**src/ahb_pkg.sv**
```systemverilog
// ~~~~~~~~~~~~~~~~~~~~~~~~~~~~~~~~~~~~~~~~~~~~~~~~
// AHB3-Lite protocol encodings.
// Transfer type and transfer size as seen on the bus.
// ~~~~~~~~~~~~~~~~~~~~~~~~~~~~~~~~~~~~~~~~~~~~~~~~
`default_nettype none

package ahb_pkg;

   // htrans field.
   typedef enum logic [1:0] {
      HTRANS_IDLE   = 2'b00,
      HTRANS_BUSY   = 2'b01,
      HTRANS_NONSEQ = 2'b10,
      HTRANS_SEQ    = 2'b11
   } htrans_e;

   // hsize field, only up to a 32-bit bus.
   typedef enum logic [2:0] {
      HSIZE_BYTE = 3'b000,
      HSIZE_HALF = 3'b001,
      HSIZE_WORD = 3'b010
   } hsize_e;

endpackage : ahb_pkg

`default_nettype wire

```
**src/ahb_cmd_master.sv**
```systemverilog
// ~~~~~~~~~~~~~~~~~~~~~~~~~~~~~~~~~~~~~~~~~~~~~~~~
// AHB3-Lite command master.
// Turns client command strobes into pipelined address
// and data phases, and tags the data phase of reads.
// ~~~~~~~~~~~~~~~~~~~~~~~~~~~~~~~~~~~~~~~~~~~~~~~~
`timescale 1ns/100ps
`default_nettype none

module ahb_cmd_master
   import ahb_pkg::*;
#(
   parameter int MEM_SIZE = 4096,
   localparam int AW = $clog2(MEM_SIZE)
) (
   input  logic          s_clk_i,
   input  logic          s_resetn_i,

   input  logic          cmd_valid_i,
   input  logic          cmd_write_i,
   input  logic [AW-1:0] cmd_addr_i,
   input  hsize_e        cmd_size_i,
   input  logic [31:0]   cmd_wdata_i,

   output logic [AW-1:0] s_haddr_o,
   output htrans_e       s_htrans_o,
   output hsize_e        s_hsize_o,
   output logic          s_hwrite_o,
   output logic          s_hsel_o,
   output logic [31:0]   s_hwdata_o,

   output logic          rd_phase_o,
   output hsize_e        rd_size_o,
   output logic [1:0]    rd_lane_o
);

   // write data waiting for its data phase.
   logic [31:0] r_wdata;

   // address phase control and the read tag.
   always_ff @(posedge s_clk_i) begin
      if (!s_resetn_i) begin
         s_htrans_o <= HTRANS_IDLE;
         s_hsel_o   <= 1'b0;
         s_hwrite_o <= 1'b0;
         rd_phase_o <= 1'b0;
      end else begin
         s_htrans_o <= cmd_valid_i ? HTRANS_NONSEQ : HTRANS_IDLE;
         s_hsel_o   <= cmd_valid_i;
         s_hwrite_o <= cmd_valid_i & cmd_write_i;
         // a read address phase becomes a read data phase.
         rd_phase_o <= s_hsel_o & (s_htrans_o == HTRANS_NONSEQ) & ~s_hwrite_o;
      end
   end

   // address phase payload, held steady between commands.
   always_ff @(posedge s_clk_i) begin
      if (cmd_valid_i) begin
         s_haddr_o <= cmd_addr_i;
         s_hsize_o <= cmd_size_i;
         r_wdata   <= cmd_wdata_i;
      end
   end

   // data phase payload, one cycle behind.
   always_ff @(posedge s_clk_i) begin
      s_hwdata_o <= r_wdata;
      rd_size_o  <= s_hsize_o;
      rd_lane_o  <= s_haddr_o[1:0];
   end

endmodule : ahb_cmd_master

`default_nettype wire

```
**config.mk**
```make
export PLATFORM = sky130hd
export DESIGN_NAME = ahb_cmd_master
export DESIGN_NICKNAME = d
export VERILOG_FILES = /design/src/ahb_pkg.sv /design/src/ahb_cmd_master.sv
export SDC_FILE = /design/constraint.sdc
export NUM_CORES = 1
export LEC_CHECK = 0
export BUFFER_PORTS_ARGS = -buffer_cell sky130_fd_sc_hd__buf_2
export CORE_ASPECT_RATIO = 1.4
export CORE_UTILIZATION = 48
export DETAILED_ROUTE_END_ITERATION = 8
export PLACE_DENSITY = 0.83
export SYNTH_ARGS = -nofsm -noshare
export SYNTH_HDL_FRONTEND = slang
export SYNTH_SLANG_ARGS = --single-unit
```
**constraint.sdc**
```tcl
create_clock -name s_clk_i -period 1.55 [get_ports s_clk_i]
set_input_delay 0.155 -clock s_clk_i [delete_from_list [all_inputs] [get_ports s_clk_i]]
set_output_delay 0.155 -clock s_clk_i [all_outputs]
set_load 0.005 [all_outputs]
```
== Word-level counts from Yosys, hierarchy flattened ==
Index checks and enable logic that the tools add are counted.
Storage, ports and cells
  output and inout port bits: 57
  input bits: 51
  word-level logic and storage cells: 16
  register bits after elaboration: 89
Cells by class
  eq/ne operators: 1
  muxes and demuxes: 1
  bitwise operators: 4
Operator list (count)
  $and 1x1->1: 3
  $eq 2x2->1 const B: 1
  $mux 2: 1
  $not 1->1: 1

== Longest topological paths before layout ==
Gate-level depths: netlist (run 1).
  depth after elaboration: 3
  mapped depth: 1

== Worst setup path after synthesis (run 1) ==
No wires, ideal clock.
  path kind: register -> output
  start point: reg s_htrans_o[1]
  end point: out s_htrans_o[1]
  cell stages (with the launch flop): 2
  setup slack: 0.953 ns
  arrival: 0.442 ns
  cell sequence: dfxtp_1 -> buf_4
RTL lines
  start: declaration: line ahb_cmd_master.sv:25  | output htrans_e s_htrans_o,
  start signal: assignment: line ahb_cmd_master.sv:47  | s_htrans_o <= cmd_valid_i ? HTRANS_NONSEQ : HTRANS_IDLE;
No word-level cell between the ends.

== Final worst setup path (run 1) ==
  start point: reg s_hsize_o[1]
  end point: out s_hsize_o[1]
RTL lines
  start: declaration: line ahb_cmd_master.sv:26  | output hsize_e s_hsize_o,
  start signal: assignment: line ahb_cmd_master.sv:59  | s_hsize_o <= cmd_size_i;
No word-level cell between the ends.

==> results.md, run 1 <==
- I/O Pins: around 110
- CTS tree: done
- Worst Path Required: 1390 ps
- DIE WIDTH: ~60 um
- Crit. End Element: output port
- CP max stage cell: edfxtp_1
- Post-synth top area cell: edfxtp_1
- Vias: about 1.3k
- H-tree lvl count: 3
- # Max-Cap Violations: 0
- Delay-heaviest family, CP: flip-flops
- GR Util met3: between 7 and 8%
- Synth async-reset ratio: 0%
- Combinational Power Share: under 10%
- Setup-failing EPs final: 0
- Synth cell count leaders: 47 x edfxtp_1, 40 x dfxtp_1, 2 x buf_4
- Period utilization: 66.5%
- Initial antenna violation count: 0
- Fraction of layout cells with a size suffix above 1: between 40% and 50%
- DP Wirelength: between 2000 and 2500 um
- Drt wl/cell: roughly 13 um
- Row count: 29
- Max Clock Freq: roughly 970 MHz
- CP peak stage delay: roughly 400 ps
- Prevailing post-synth register cell: edfxtp_1
- EDFF count, synth: 47
- Number of buffers and inverters on the critical path: 1
- Final Instance Area: ~3500 um^2
- WS Path Type: flip-flop to output port
- Die area: 4970 um^2
- GRT Total Usage: a little under a fifth
- Initial Utilization: approximately 50%
- Worst-Skew Late Latency: 330 ps
- Antenna Violating Nets Remaining: 0
- Initial DRC Count: 36
- CP max FO: 2
- Flops & latches, synth: 87
- Cell-by-cell trace of the critical path: buf_2
- Setup TNS: 0 ps
- GR Layer Usage met2: between 30% and 40%
- Clk root buf: clkbuf_8
- PostCTS Resize Cnt: 0
- RSZ-0062 raised after global routing: false
- Status: complete, no violations
- IO Port Bufs: 106
- Clk slew on worst S/H paths: roughly 70 ps
- Syn Inst Count: slightly above 90
- Most numerous cell in the Yosys netlist: edfxtp_1
- Synth top area cells: edfxtp_1 63%, dfxtp_1 36%, buf_4 0.67%
- Die Y: just over 80 um
- Post-CTS setup buffers: 0
- Clock network fraction of design power: 30.3%
- Final WL: 4190 um
- Netlist cell types: 7
- Tmin final: slightly above 1000 ps
- Leak: between 1.5 and 2 nW
- Post-CTS Hold Fix Bufs: between 40 and 50
- Register area share after synthesis: between 90% and 100%
- Final net count: about 310
- Sw Pwr: 0.835 mW
- Remaining global-route overflow: 0
- Critical Path AT: roughly 880 ps
- Placer Congestion: between 0.7 and 0.8
- CTS buffer count: 9
- Core area: 4540 um^2
- Worst Skew: around 11 ps
- Switching part of the total: approximately a fifth
- Worst Hold Class: input port to flip-flop
- Pint: 3.43 mW
- Final Hold Viols: 0
- Vias in the first global route: 1,421
- Worst Setup Start Kind: flip-flop
- # DRC: 0
- Synth Cell Area: between 2000 and 2500 um^2
- Syn Area/Cell: roughly 24 um^2
- GRT Max-Usage Layer: met2
- Post-synth top area share: between 60 and 70%
- Detail-routed via count per cell: 4.11
- # diodes: 0
- Global-route wire length before repair: slightly above 6000 um
- Largest net degree at the start of global routing: 50
- Synth warn: 0
- PwrDens: approximately 1200 nW/um^2
- VDD IR max: about 0.86 mV
- First-pass DRT Iterations: 4
- M1 GR Usage: 15.9%
- Clock Sinks: 87
- Register share of total power: 62.3%
- Layout area overhead: 55.6%
- DP Area: between 2000 and 3000 um^2
- Clock tree buffer depth: 2
- Syn nets: 144
- Fin. max-slew vios: 0
-- stage by stage --
step	utilization (%)	instances	hold WS (ps)	setup slack, ps	power (mW)
6_report	77.2	323	62.5	520	4.27
5_1_grt	77.2	323	57.0	477	4.46
4_1_cts	77.2	323	42.0	491	4.32
3_5_place_dp	63.2	260	327	699	2.93
3_3_place_gp	63.2	260	324	709	2.91
2_1_floorplan	-	93	254	953	2.73
-- cells in the final DEF (no fill, tap or decap) --
| master | instances |
|---|---|
| and2_1 | 1 |
| and3_1 | 1 |
| and3b_1 | 1 |
| buf_12 | 1 |
| buf_2 | 106 |
| clkbuf_1 | 2 |
| clkbuf_8 | 10 |
| clkinv_2 | 3 |
| clkinvlp_4 | 1 |
| conb_1 | 1 |
| dfxtp_1 | 40 |
| dlygate4sd3_1 | 47 |
| edfxtp_1 | 47 |
-- area by class of cell --
class                           instances  area (um^2)
Timing Repair Buffer                  154         1020
Sequential cell                        87         2210
Tap cell                               62         77.6
Clock inverter                          4         22.5
Fill cell                             264         1030
Multi-Input combinational cell          4         25.0
Clock buffer                           12          145
-- path summary, 6_finish.rpt --
check | startpoint | to | slack, ps | depth (start not counted)
worst max-delay path | s_hsize_o[1] | s_hsize_o[1] | 520 | 1
worst min-delay path | s_resetn_i | s_htrans_o[1] | 60 | 2
worst max register to register | s_htrans_o[1] | rd_phase_o | 930 | 1
worst min register to register | r_wdata[19] | s_hwdata_o[19] | 340 | 0
-- flip-flops by register name, indices dropped and copies added (netlist names), 2 cells and up --
name,cells
rd_lane_o,2
s_hwdata_o,32
rd_size_o,3
s_hsize_o,3
r_wdata,32
s_haddr_o,12
-- kinds of logic after synthesis --
| logic type | after synthesis | synth area share (%) |
|---|---|---|
| flip-flops | 87 | 98.2 |
| AND/OR/NAND/NOR | 3 | 0.945 |
| buffers and inverters | 2 | 0.666 |
| other | 1 | 0.167 |
-- layer usage --
metal / part of all wire [%] / wire length [um]
met5: 0 / 0
met4: 1.8 / 74
met3: 5.0 / 208
met2: 61 / 2570
met1: 32 / 1330
-- power groups by stage --
stage          combinational, mW  sequential (mW)  clock (mW)
6_report                   0.315             2.66        1.29
5_1_grt                    0.343             2.68        1.44
4_1_cts                    0.314             2.66        1.35
3_5_place_dp               0.221             2.71           0
3_3_place_gp               0.214             2.70           0
2_1_floorplan            0.00671             2.72           0
(Power assumes the default switching activity.)
==> run 2: changes to the inputs <==
- CORE_UTILIZATION: 48 -> 40
- PLACE_DENSITY: 0.83 -> 0.73
- clock period: 1.55 -> 0.9 ns (I/O delays scaled with it)
==> results.md, run 2 (synthesized netlist as in run 1, its figures left out) <==
- Status: finished, violations left
- Failing checks: setup timing
- Initial Utilization: between 40% and 50%
- I/O Pins: between 100 and 150
- Drt wl/cell: 13.8 um
- First-pass DRT Iterations: 4
- Layout area overhead: 64.4%
- Fraction of layout cells with a size suffix above 1: between 50% and 60%
- Placer Congestion: around 0.66
- FF-to-FF Start: s_hsize_o[2]
- WS Path Type: flip-flop to output port
- Clk slew on worst S/H paths: around 80 ps
- CP max FO: 1
- Worst Path Required: just over 800 ps
- Clock tree buffer depth: 2
- Remaining global-route overflow: 0
- Leak: roughly 1.6 nW
- CP max stage cell: edfxtp_1
- Final WS setup: -67.6 ps
- FF-to-FF setup slack: between 200 and 300 ps
- Die Y: 90.8 um
- Commonest cells after routing, fill and taps aside: 101 x buf_2, 49 x dlygate4sd3_1, 47 x edfxtp_1
- Critical Path AT: a little under 900 ps
- Die area: just under 6000 um^2
- Hold Path Origin: cmd_valid_i
- Final Hold Viols: 0
- Worst Skew: between 10 and 15 ps
- Worst-Skew Late Latency: 340 ps
- CP peak stage delay: ~400 ps
- Filler cells: about 360
- Register area: approximately 2200 um^2
- Initial DRC Count: just under 70
- VDD IR max: ~1.5 mV
- CTS tree: done
- Row count: 32
- Initial antenna violation count: 0
- # diodes: 0
- Core area: between 5000 and 6000 um^2
- IO Port Bufs: around 110
- Clk root buf: clkbuf_8
- DIE WIDTH: 65.4 um
- # DRC: 0
- DP Wirelength: roughly 2600 um
- GRT Max-Usage Layer: met2
- CTS buffer count: 9
- Detail-routed via count per cell: about 4.2
- Commonest non-fill, non-tap cell in the layout: buf_2
- Worst Hold Class: input port to flip-flop
- Setup-failing EPs final: 15
- Largest net degree at the start of global routing: 31
- Clock Sinks: a little under 90
- Fin. max-slew vios: 0
- # Max-Cap Violations: 0
- Tmin final: 968 ps
- Total power: 8.64 mW
- GRT Total Usage: between 10% and 20%
- Number of buffers and inverters on the critical path: 1
- GR Layer Usage met2: 28.7%
- Final net count: 311
- Post-layout util: about two thirds
- Cell-by-cell trace of the critical path: buf_2
- Antenna Violating Nets Remaining: 0
- H-tree lvl count: 3
- M1 GR Usage: 15.1%
- Final WL: between 4000 and 5000 um
- Max Clock Freq: between 1000 and 1500 MHz
- PwrDens: between 2000 and 2500 nW/um^2
- Regs by FF count: r_wdata x32, s_hwdata_o x32, s_haddr_o x12
- Min Hold Slack: between 150 and 200 ps
- Worst Setup Start Kind: flip-flop
- Multi-input logic area: around 25 um^2
- Global-route wire length before repair: 6580 um
- Delay-heaviest family, CP: flip-flops
- GR Util met3: between 5 and 6%
- Crit. End Element: output port
- Crit. Startpoint: s_haddr_o[6]
- Vias: approximately 1.4k
- RSZ-0062 raised after global routing: true
- Vias in the first global route: around 1.5k
- Period utilization: 108%
run 2: final cells by class:
| type | count | area share [%] |
|---|---|---|
| repair buffers | 158 | 29.7 |
| clock inverters | 5 | 3.48 |
| clock buffers | 11 | 3.82 |
| well taps | 68 | 2.30 |
| multi-input cells | 4 | 0.676 |
| flip-flops and latches | 87 | 60.0 |
run 2: timing repair:
item | in CTS | in global routing
endpoints found under the hold margin | 50 | 0
resized for setup | 1 | 13
pin swaps | 0 | 0
setup buffers | 1 | 0
endpoints found under the setup margin | 17 | 25
hold buffers | 49 | 0
run 2: path summary, 6_finish.rpt:
path	endpoint	cells after the start
setup / recovery	s_haddr_o[6]	1
hold / removal	r_wdata[29]	2
setup reg to reg	rd_size_o[2]	1
hold reg to reg	s_hwdata_o[11]	0
run 2: power by group:
group / leakage, nW / switching [mW] / internal, mW
Combinational: 0.677 / 0.205 / 0.378
Sequential: 0.798 / 0.0853 / 4.51
Clock: 0.134 / 1.26 / 2.21
run 2: metrics by stage:
step,instances,cell area [um^2],setup WS [ps],setup TNS [ps]
after floorplan,93,2250,309,0
after global placement,267,2890,154,0
after detailed placement,267,2890,149,0
after CTS,333,3660,-81.8,-859
after global routing,333,3700,-114,-1450
final,333,3700,-67.6,-547
run 2: layer usage:
layer	up-vias	routed length, um
li1	663	-
met1	659	1600
met5	-	0
met4	0	46
met3	4	262
met2	69	2670
