<file path="config.mk">
export PLATFORM = sky130hd
export DESIGN_NAME = ahb_rsp_unpack
export DESIGN_NICKNAME = d
export VERILOG_FILES = /design/src/ahb_pkg.sv /design/src/mem_pkg.sv /design/src/ahb_rsp_unpack.sv
export SDC_FILE = /design/constraint.sdc
export NUM_CORES = 1
export LEC_CHECK = 0
export BUFFER_PORTS_ARGS = -buffer_cell sky130_fd_sc_hd__buf_2
export CAP_MARGIN = 20
export CORE_MARGIN = 1.5
export CORE_UTILIZATION = 46
export DETAILED_ROUTE_END_ITERATION = 10
export GPL_TIMING_DRIVEN = 1
export PLACE_DENSITY = 0.79
export RECOVER_POWER = 50
export SYNTH_ARGS = -nofsm -noshare
export SYNTH_HDL_FRONTEND = slang
export SYNTH_SLANG_ARGS = --single-unit
</file>
<file path="constraint.sdc">
create_clock -name s_clk_i -period 1.7 [get_ports s_clk_i]
set_input_delay 0.255 -clock s_clk_i [delete_from_list [all_inputs] [get_ports s_clk_i]]
set_output_delay 0.255 -clock s_clk_i [all_outputs]
set_load 0.02 [all_outputs]
</file>
<file path="src/ahb_pkg.sv">
// ~~~~~~~~~~~~~~~~~~~~~~~~~~~~~~~~~~~~~~~~~~~~~~~~
// AHB3-Lite protocol encodings.
// Transfer type and transfer size as seen on the bus.
// ~~~~~~~~~~~~~~~~~~~~~~~~~~~~~~~~~~~~~~~~~~~~~~~~
`default_nettype none

package ahb_pkg;

   // htrans field.
   typedef enum logic [1:0] {
      HTRANS_IDLE   = 2'b00,
      HTRANS_BUSY   = 2'b01,
      HTRANS_NONSEQ = 2'b10,
      HTRANS_SEQ    = 2'b11
   } htrans_e;

   // hsize field, only up to a 32-bit bus.
   typedef enum logic [2:0] {
      HSIZE_BYTE = 3'b000,
      HSIZE_HALF = 3'b001,
      HSIZE_WORD = 3'b010
   } hsize_e;

endpackage : ahb_pkg

`default_nettype wire

</file>
<file path="src/mem_pkg.sv">
// ~~~~~~~~~~~~~~~~~~~~~~~~~~~~~~~~~~~~~~~~~~~~~~~~
// Memory data word view.
// One 32-bit word seen as byte lanes or as halfwords.
// ~~~~~~~~~~~~~~~~~~~~~~~~~~~~~~~~~~~~~~~~~~~~~~~~
`default_nettype none

package mem_pkg;

   // lanes per data word.
   localparam int BYTE_LANES = 4;

   // width of one lane.
   localparam int LANE_W = 8;

   // lane 0 sits in the low bits, as on the AHB data bus.
   typedef union packed {
      logic [BYTE_LANES-1:0][LANE_W-1:0]   bytes;
      logic [1:0][2*LANE_W-1:0]            halves;
   } data_word_u;

endpackage : mem_pkg

`default_nettype wire

</file>
<file path="src/ahb_rsp_unpack.sv">
// ~~~~~~~~~~~~~~~~~~~~~~~~~~~~~~~~~~~~~~~~~~~~~~~~
// Read response unpacker.
// Returns the addressed lanes right-aligned, zero-extended.
// ~~~~~~~~~~~~~~~~~~~~~~~~~~~~~~~~~~~~~~~~~~~~~~~~
`timescale 1ns/100ps
`default_nettype none

module ahb_rsp_unpack
   import ahb_pkg::*;
   import mem_pkg::*;
(
   input  logic        s_clk_i,
   input  logic        s_resetn_i,

   input  logic [31:0] s_hrdata_i,
   input  logic        rd_phase_i,
   input  hsize_e      rd_size_i,
   input  logic [1:0]  rd_lane_i,

   output logic        rsp_valid_o,
   output logic [31:0] rsp_data_o
);

   data_word_u  s_word;
   logic [31:0] s_sel;

   assign s_word = s_hrdata_i;

   // lane select, the cast zero-extends.
   always_comb begin
      case (rd_size_i)
         HSIZE_BYTE: s_sel = 32'(s_word.bytes[rd_lane_i]);
         HSIZE_HALF: s_sel = 32'(s_word.halves[rd_lane_i[1]]);
         default:    s_sel = s_word;
      endcase
   end

   always_ff @(posedge s_clk_i) begin
      if (!s_resetn_i) begin
         rsp_valid_o <= 1'b0;
      end else begin
         rsp_valid_o <= rd_phase_i;
      end
   end

   // response data only moves on a read data phase.
   always_ff @(posedge s_clk_i) begin
      if (rd_phase_i) begin
         rsp_data_o <= s_sel;
      end
   end

endmodule : ahb_rsp_unpack

`default_nettype wire

</file>
== After elaboration in Yosys (flattened, before gate mapping) ==
Index checks and enable logic that the tools add are counted.

* Bits in registers: 33
* Logic and storage cells: 11

* Muxes and demuxes: 5
* $lt $le $gt $ge: 2
* Eq/ne operators: 1
* Reductions and logical operators: 1

{| class="wikitable"
|+ Operators by type and width
! operator !! count
|-
| $pmux 32 s2 || 1
|-
| $mux 16 || 2
|-
| $bmux 8 s2 || 1
|-
| $mux 8 || 1
|-
| $eq 3x1->1 const B || 1
|-
| $logic_not 3->1 || 1
|-
| $lt 2x3->1 const B || 1
|-
| $lt 1x2->1 const B || 1
|}

== Logic depth before layout (Yosys ltp) ==
Gate-level depths: netlist of the first run.

* Depth in word-level cells: 3
* Depth in mapped cells: 5
* Mapped depth without buffers: 3

== Least setup slack after synthesis of the first run ==
Ideal clock, no wire load.

* Kind: in2reg
* Start point: input rd_size_i[1]
* End point: register rsp_data_o[1] (data pin)
* Required time: 1418 ps
* Setup slack: 384 ps
* Path buffers: 2
* Stages: 5
* Setup time: 282 ps
* Arrival time: 1034 ps
* Cells stage by stage: or2_1 > buf_2 > buf_6 > nor4b_2 > a221oi_2

* Longest elaborated chain between the ends: 2
* Elaborated cells on any way between the ends: 3

{| class="wikitable"
|+ RTL lines
! item !! line !! source
|-
| from (decl) || ahb_rsp_unpack.sv:17 || <nowiki>input hsize_e rd_size_i,</nowiki>
|-
| $eq 3x1->1 or $logic_not 3->1 (tied branches) || ahb_rsp_unpack.sv:31 || <nowiki>case (rd_size_i)</nowiki>
|-
| $pmux 32 s2 * || ahb_rsp_unpack.sv:31 ||
|-
| via s_sel[1] || ahb_rsp_unpack.sv:25 || <nowiki>logic [31:0] s_sel;</nowiki>
|-
| to (signal assigned) || ahb_rsp_unpack.sv:49 || <nowiki>rsp_data_o <= s_sel;</nowiki>
|-
| to (decl) || ahb_rsp_unpack.sv:21 || <nowiki>output logic [31:0] rsp_data_o</nowiki>
|}

Mark *: on every way through the listed nets, which the timed path passes. The rest lies on a longest branch.
A chain may end at the register's enable or synchronous reset.

== Final worst setup path of the first run ==
* Start point: input rd_lane_i[1]
* End point: register rsp_data_o[13] (data pin)

* Longest elaborated chain between the ends: 3

{| class="wikitable"
|+ RTL lines
! item !! line !! source
|-
| from (decl) || ahb_rsp_unpack.sv:18 || <nowiki>input logic [1:0] rd_lane_i,</nowiki>
|-
| $mux 16 (not written as such) (2 in series) || ahb_rsp_unpack.sv:33 || <nowiki>HSIZE_HALF: s_sel = 32'(s_word.halves[rd_lane_i[1]]);</nowiki>
|-
| $pmux 32 s2 || ahb_rsp_unpack.sv:31 ||
|-
| via s_sel[13] || ahb_rsp_unpack.sv:25 ||
|}

The timed path passes the listed nets, and every way through them passes these cells. The select of a mux whose other input is x is not followed.

==> results of run 1 <==
[layer usage]
layer | global-route usage, % | part of all wire, %
met1 | 21.3 | 40
met2 | 32.6 | 51
met3 | 5.38 | 6.5
met4 | 9.73 | 2.6
met5 | 0 | 0
[cell type report]
type,instances,share of cell area [%]
well taps,46,2.82
flip-flops and latches,33,48.1
repair buffers,79,19.4
clock inverters,3,0.858
inverters,8,1.47
clock buffers,5,1.84
multi-input cells,63,25.6
[per-stage QoR]
step / hold WS (ns) / cells / power, mW / worst slack (ns)
4_1_cts: 0.117 / 237 / 1.79 / 0.474
6_report: 0.132 / 237 / 1.76 / 0.382
3_3_place_gp: 0.463 / 229 / 1.36 / 0.159
5_1_grt: 0.116 / 237 / 1.85 / 0.313
3_5_place_dp: 0.473 / 229 / 1.37 / 0.108
2_1_floorplan: 0.367 / 112 / 1.22 / 0.384
[registers in the layout, summed over array words and instances, names as in the netlist]
| signal | cells |
|---|---|
| rsp_valid_o | 1 |
| rsp_data_o | 32 |
[cells by family after synthesis]
kind of cell	Yosys count	synth area share, %
simple gates	38	17.1
flops	33	61.6
compound gates	17	10.6
buf+inv	16	5.58
mux	8	5.03
[cells in the mapped netlist (2+ instances only)]
library cell and count:
edfxtp_1 32, buf_6 3, and2_1 17, nor4b_1 2, mux2i_1 8, buf_2 2, o21ai_0 8, a221oi_2 8
nand2_1 9, clkbuf_1 2, nor4b_2 6, inv_1 8
[worst paths after layout]
kind	cells past startpoint	slack, ns	startpoint	to
setup / recovery	4	0.38	rd_lane_i[1]	rsp_data_o[13]$_DFFE_PP_
hold / removal	2	0.13	s_resetn_i	rsp_valid_o$_SDFF_PN0_
[power groups by stage]
stage | clock [mW] | sequential [mW] | combinational (mW)
3_5_place_dp | 0 | 1.01 | 0.362
5_1_grt | 0.466 | 1.00 | 0.383
4_1_cts | 0.433 | 0.992 | 0.362
2_1_floorplan | 0 | 1.11 | 0.112
6_report | 0.419 | 0.991 | 0.352
3_3_place_gp | 0 | 1.01 | 0.352
==> results.md, run 1 <==
* Setup violators final at 0
* # DRC at 0
* Min Clock Period, post-route at between 1 and 1.5 ns
* CP max stage delay at 0.44 ns
* Die area at 0.00382 mm^2
* Register area at approximately 980 um^2
* Max-cap violations at 0
* Clock Tree Buf Depth at 2
* Critical path class: input port to flop
* Synthesized net count at between 150 and 200
* Final-layout fill cell count at 287
* Synth area leader: edfxtp_1
* Layout cells sized above 1 at around 48%
* Sw Ratio at between 20% and 30%
* Gate power share at around a fifth
* Area added between synthesis and finish at 28.2%
* Worst VDD drop at roughly 0.39 mV
* Total Wirelength at 3.34 mm
* CP arrival at roughly 1.4 ns
* Final period utilization at between 70% and 80%
* Async SR Flop Fraction at 0%
* Gr ovfl total at 0
* Slowest CP cell: clkbuf_1
* Seq pwr share at a little under three fifths
* Main synth FF type: edfxtp_1
* Post-synth top area share at 60.4%
* Required time of the critical path at around 1.8 ns
* Initial antenna violation count at 0
* Yosys Warn Count at 0
* Gp weighted congestion at 0.717
* Hold-fix buffers, CTS at 0
* Core ar. at roughly 0.0033 mm^2
* Post-CTS Setup Bufs at 0
* HPWL Detailed at ~2.5 mm
* CP bufs+invs at 2
* Chip width at between 60 and 70 um
* Int Pwr at 1.26 mW
* Final nets at 230
* Antenna Cells at 0
* Fmax at around 760 MHz
* Yosys reg bits at 33
* Post-synth EDFFs at 32
* Worst hold path class: input port to flop
* I/O pin cnt at 73
* Starting DRT DRC Count at 22
* Top cell family by delay on the critical path: buffers and inverters
* Pin count of the biggest net entering global routing at 34
* Synth top area cells: edfxtp_1 60%, a221oi_2 7.5%, and2_1 6.7%
* Slew @ Worst Pin at about 0.79 ns
* Via total after detailed routing at approximately 1200
* First-pass GRT wire length at around 5.1 mm
* Syn Std Cell Area at ~0.0016 mm^2
* Starting Density at 47.7%
* CTS H-tree lvls at 2
* Row count at 21
* Most frequent cells in the layout: 60 x buf_2, 32 x edfxtp_1, 14 x and2_1, 12 x clkbuf_1, 9 x nand2_1
* CP max FO at 10
* Multi-input gate area at 522 um^2
* Clock network fraction of total power at about a quarter
* RSZ-0062 raised after global routing: false
* Post-synthesis sequential area ratio at between 60% and 70%
* Setup crit start kind: input port
* Synth Instances at about 110
* Post-CTS sizing at 0
* Slew headroom at a little under half
* Slew Viols, Final at 0
* CTS sink cnt at 33
* Leading cell type in the layout, fill and taps excluded: buf_2
* Outcome: finished clean
* Leakage at between 0.8 and 0.9 nW
* Final Hold Vio Count at 0
* Final Core Density at just over 60%
* Vias in the first global route at between 1000 and 1500
* DRT antenna net count at 0
* Worst-path clk slew at roughly 0.10 ns
* Via/cell ratio at between 4 and 5
* Final TNS setup at 0 ns
* Critical-path cell list: clkbuf_1, buf_4, mux2i_1, o21ai_0
* CTS tree: built
* Die Height at ~62 um
* Final Cell Area at 0.00204 mm^2
* Clk root buf: clkbuf_4
* Psw at around 0.5 mW
* Post-Place Cell Area at between 0.002 and 0.0025 mm^2
* Number of port buffers at between 70 and 80
* Drt wl/cell at around 14 um
* TritonRoute pass-1 iters at 4
* Num CTS Buffers at 5
* Overall Global Routing Usage at between 10% and 20%
* CP Capture Type: flop
* Avg Cell Area, Syn at between 10 and 15 um^2
* Post-synth cell types at 19
* Power per cell area at 863 mW/mm^2
(Power assumes the default switching activity.)
==> inputs of run 2 (changes only) <==
--- a/config.mk
+++ b/config.mk
@@ -8,10 +8,10 @@
 export BUFFER_PORTS_ARGS = -buffer_cell sky130_fd_sc_hd__buf_2
 export CAP_MARGIN = 20
 export CORE_MARGIN = 1.5
-export CORE_UTILIZATION = 46
+export CORE_UTILIZATION = 42
 export DETAILED_ROUTE_END_ITERATION = 10
 export GPL_TIMING_DRIVEN = 1
-export PLACE_DENSITY = 0.79
+export PLACE_DENSITY = 0.76
 export RECOVER_POWER = 50
 export SYNTH_ARGS = -nofsm -noshare
 export SYNTH_HDL_FRONTEND = slang
==> constraint.sdc (replaced) <==
create_clock -name s_clk_i -period 1.2 [get_ports s_clk_i]
set_input_delay 0.18 -clock s_clk_i [delete_from_list [all_inputs] [get_ports s_clk_i]]
set_output_delay 0.18 -clock s_clk_i [all_outputs]
set_load 0.02 [all_outputs]
==> results.md, run 2 (synthesis results as in run 1) <==
* Outcome: finished clean
* CP max stage delay at 0.32 ns (-0.12 ns)
* Area added between synthesis and finish at 38.3%
* Setup crit start kind: input port
* Final Hold Vio Count at 0 (unchanged)
* Row count at 22 (+4.8%)
* Final Cell Area at 0.00220 mm^2 (+7.8%)
* I/O pin cnt at 73 (unchanged)
* Worst hold path class: input port to flop
* Die Height at 64.6 um (+4.4%)
* Post-Place Cell Area at 0.00214 mm^2 (+6.9%)
* Setup violators final at 0 (unchanged)
* Worst VDD drop at 0.739 mV (+88%)
* Fmax at ~910 MHz
* TritonRoute pass-1 iters at 4 (unchanged)
* Power per cell area at 1240 mW/mm^2 (+44%)
* DRT antenna net count at 0 (unchanged)
* Via/cell ratio at 4.76 (-2.6%)
* Vias in the first global route at 1176 (-2.6%)
* RSZ-0062 raised after global routing: false
* Max-cap violations at 0 (unchanged)
* Pin count of the biggest net entering global routing at 34 (unchanged)
* Most frequent cells in the layout: 66 x buf_2, 32 x edfxtp_1, 12 x and2_1, 10 x buf_4, 9 x nand2_1
* Leakage at 0.949 nW (+11%)
* Dpl ws at -0.199 ns (-0.307 ns)
* Critical path origin: rd_size_i[1]
* Slowest CP cell: or2_1
* Min Clock Period, post-route at between 1 and 1.5 ns
* Layout cells sized above 1 at 51.8% (+4.1 points)
* Leading cell type in the layout, fill and taps excluded: buf_2
* Clk root buf: clkbuf_8
* HPWL Detailed at 2.54 mm (+1.0%)
* CP Capture Type: flop
* Final nets at 236 (+2.6%)
* Slew headroom at 45.8% (-1.4 points)
* Hold Path Origin: s_resetn_i
* # DRC at 0 (unchanged)
* Critical path class: input port to flop
* Via total after detailed routing at 1166 (+0.69%)
* Antenna Cells at 0 (unchanged)
* Post-CTS Setup Bufs at 0 (unchanged)
* CTS H-tree lvls at 2 (unchanged)
* Gp weighted congestion at 0.736 (+2.7%)
* Critical-path cell list: buf_2, or2_1, buf_4, nor4b_4, a221oi_2
* Final-layout fill cell count at 309 (+7.7%)
* Gr ovfl total at 0 (unchanged)
* Chip width at 64.6 um (+4.4%)
* Post-CTS sizing at 0 (unchanged)
* CP max FO at 8 (-2)
* Max FFs per register at 32 (unchanged)
* Total Wirelength at 3.33 mm (-0.48%)
* Overall Global Routing Usage at 17.2% (-1.7 points)
* Hold-fix buffers, CTS at 0 (unchanged)
* Starting DRT DRC Count at 30 (+36%)
* First-pass GRT wire length at 5.44 mm (+5.9%)
* Worst-path clk slew at 0.07 ns (-0.03 ns)
* Slew Viols, Final at 0 (unchanged)
* WHS at 0.101 ns (-0.0310 ns)
* Worst hold path depth at 2 (unchanged)
* Clock Tree Buf Depth at 2 (unchanged)
* Num CTS Buffers at 5 (unchanged)
* Initial antenna violation count at 0 (unchanged)
* Biggest regs: rsp_data_o (32), rsp_valid_o (1)
* Number of port buffers at 72 (unchanged)
* Largest register by flop count: rsp_data_o
* Starting Density at 43.5% (-4.2 points)
* CTS tree: built
* Slew @ Worst Pin at 0.813 ns (+0.0214 ns)
* Final period utilization at about 90%
* Drt wl/cell at 13.6 um (-3.7%)
* Core ar. at 0.00366 mm^2 (+9.7%)
* CTS sink cnt at 33 (unchanged)
* Die area at 0.00417 mm^2 (+9.0%)
* Post-route setup slack at 0.0952 ns (-0.287 ns)
* Required time of the critical path at 1.21 ns (-0.56 ns)
* CP arrival at 1.12 ns (-0.27 ns)
run 2: changes by cell type in the layout (fill, tap and decap cells not counted), moves of 5 or more:
cell and delta:
buf_2 +6, clkbuf_1 -5, clkbuf_4 -5, clkbuf_8 +5
nor4b_2 -6, nor4b_4 +6
run 2: final cells by class:
class	count	area, um^2	share of cell area (%)
flip-flops and latches	33	981	44.6
clock buffers	6	72.6	3.30
clock inverters	2	10.0	0.455
repair buffers	85	473	21.5
well taps	48	60.1	2.73
multi-input cells	63	574	26.1
inverters	8	30.0	1.36
run 2: report_power, final:
part / switching, mW / internal, mW
registers: 0.0240 / 1.38
logic: 0.321 / 0.222
clock network: 0.386 / 0.401
total: 0.731 / 2.01
run 2: critical path, delay by kind of cell:
family          cells  cell delay (ns)
simple gates        2             0.58
compound gates      1             0.05
buf+inv             2             0.31
run 2: path summary, 6_finish.rpt:
| kind | slack (ns) | endpoint |
|---|---|---|
| worst max-delay path | 0.1 | rsp_data_o[7]$_DFFE_PP_ |
| worst min-delay path | 0.10 | rsp_valid_o$_SDFF_PN0_ |
run 2: metrics by stage:
| stage | TNS [ns] | power (mW) | util (%) | instances |
|---|---|---|---|---|
| 3_3_place_gp | -2.54 | 1.98 | 58.5 | 237 |
| 5_1_grt | 0 | 2.86 | 60.1 | 245 |
| 2_1_floorplan | -0.245 | 1.75 | - | 112 |
| 6_report | 0 | 2.74 | 60.1 | 245 |
| 3_5_place_dp | -3.18 | 1.99 | 58.5 | 237 |
| 4_1_cts | 0 | 2.78 | 60.7 | 245 |
run 2: routing by layer:
metal | part of all wire [%] | up-vias | wire, um | GRT usage [%]
li1 | - | 579 | - | -
met1 | 41 | 548 | 1360 | 20.6
met2 | 52 | 35 | 1720 | 29.6
met3 | 6.6 | 4 | 218 | 4.86
met4 | 0.93 | 0 | 31 | 6.12
met5 | 0 | - | 0 | 0
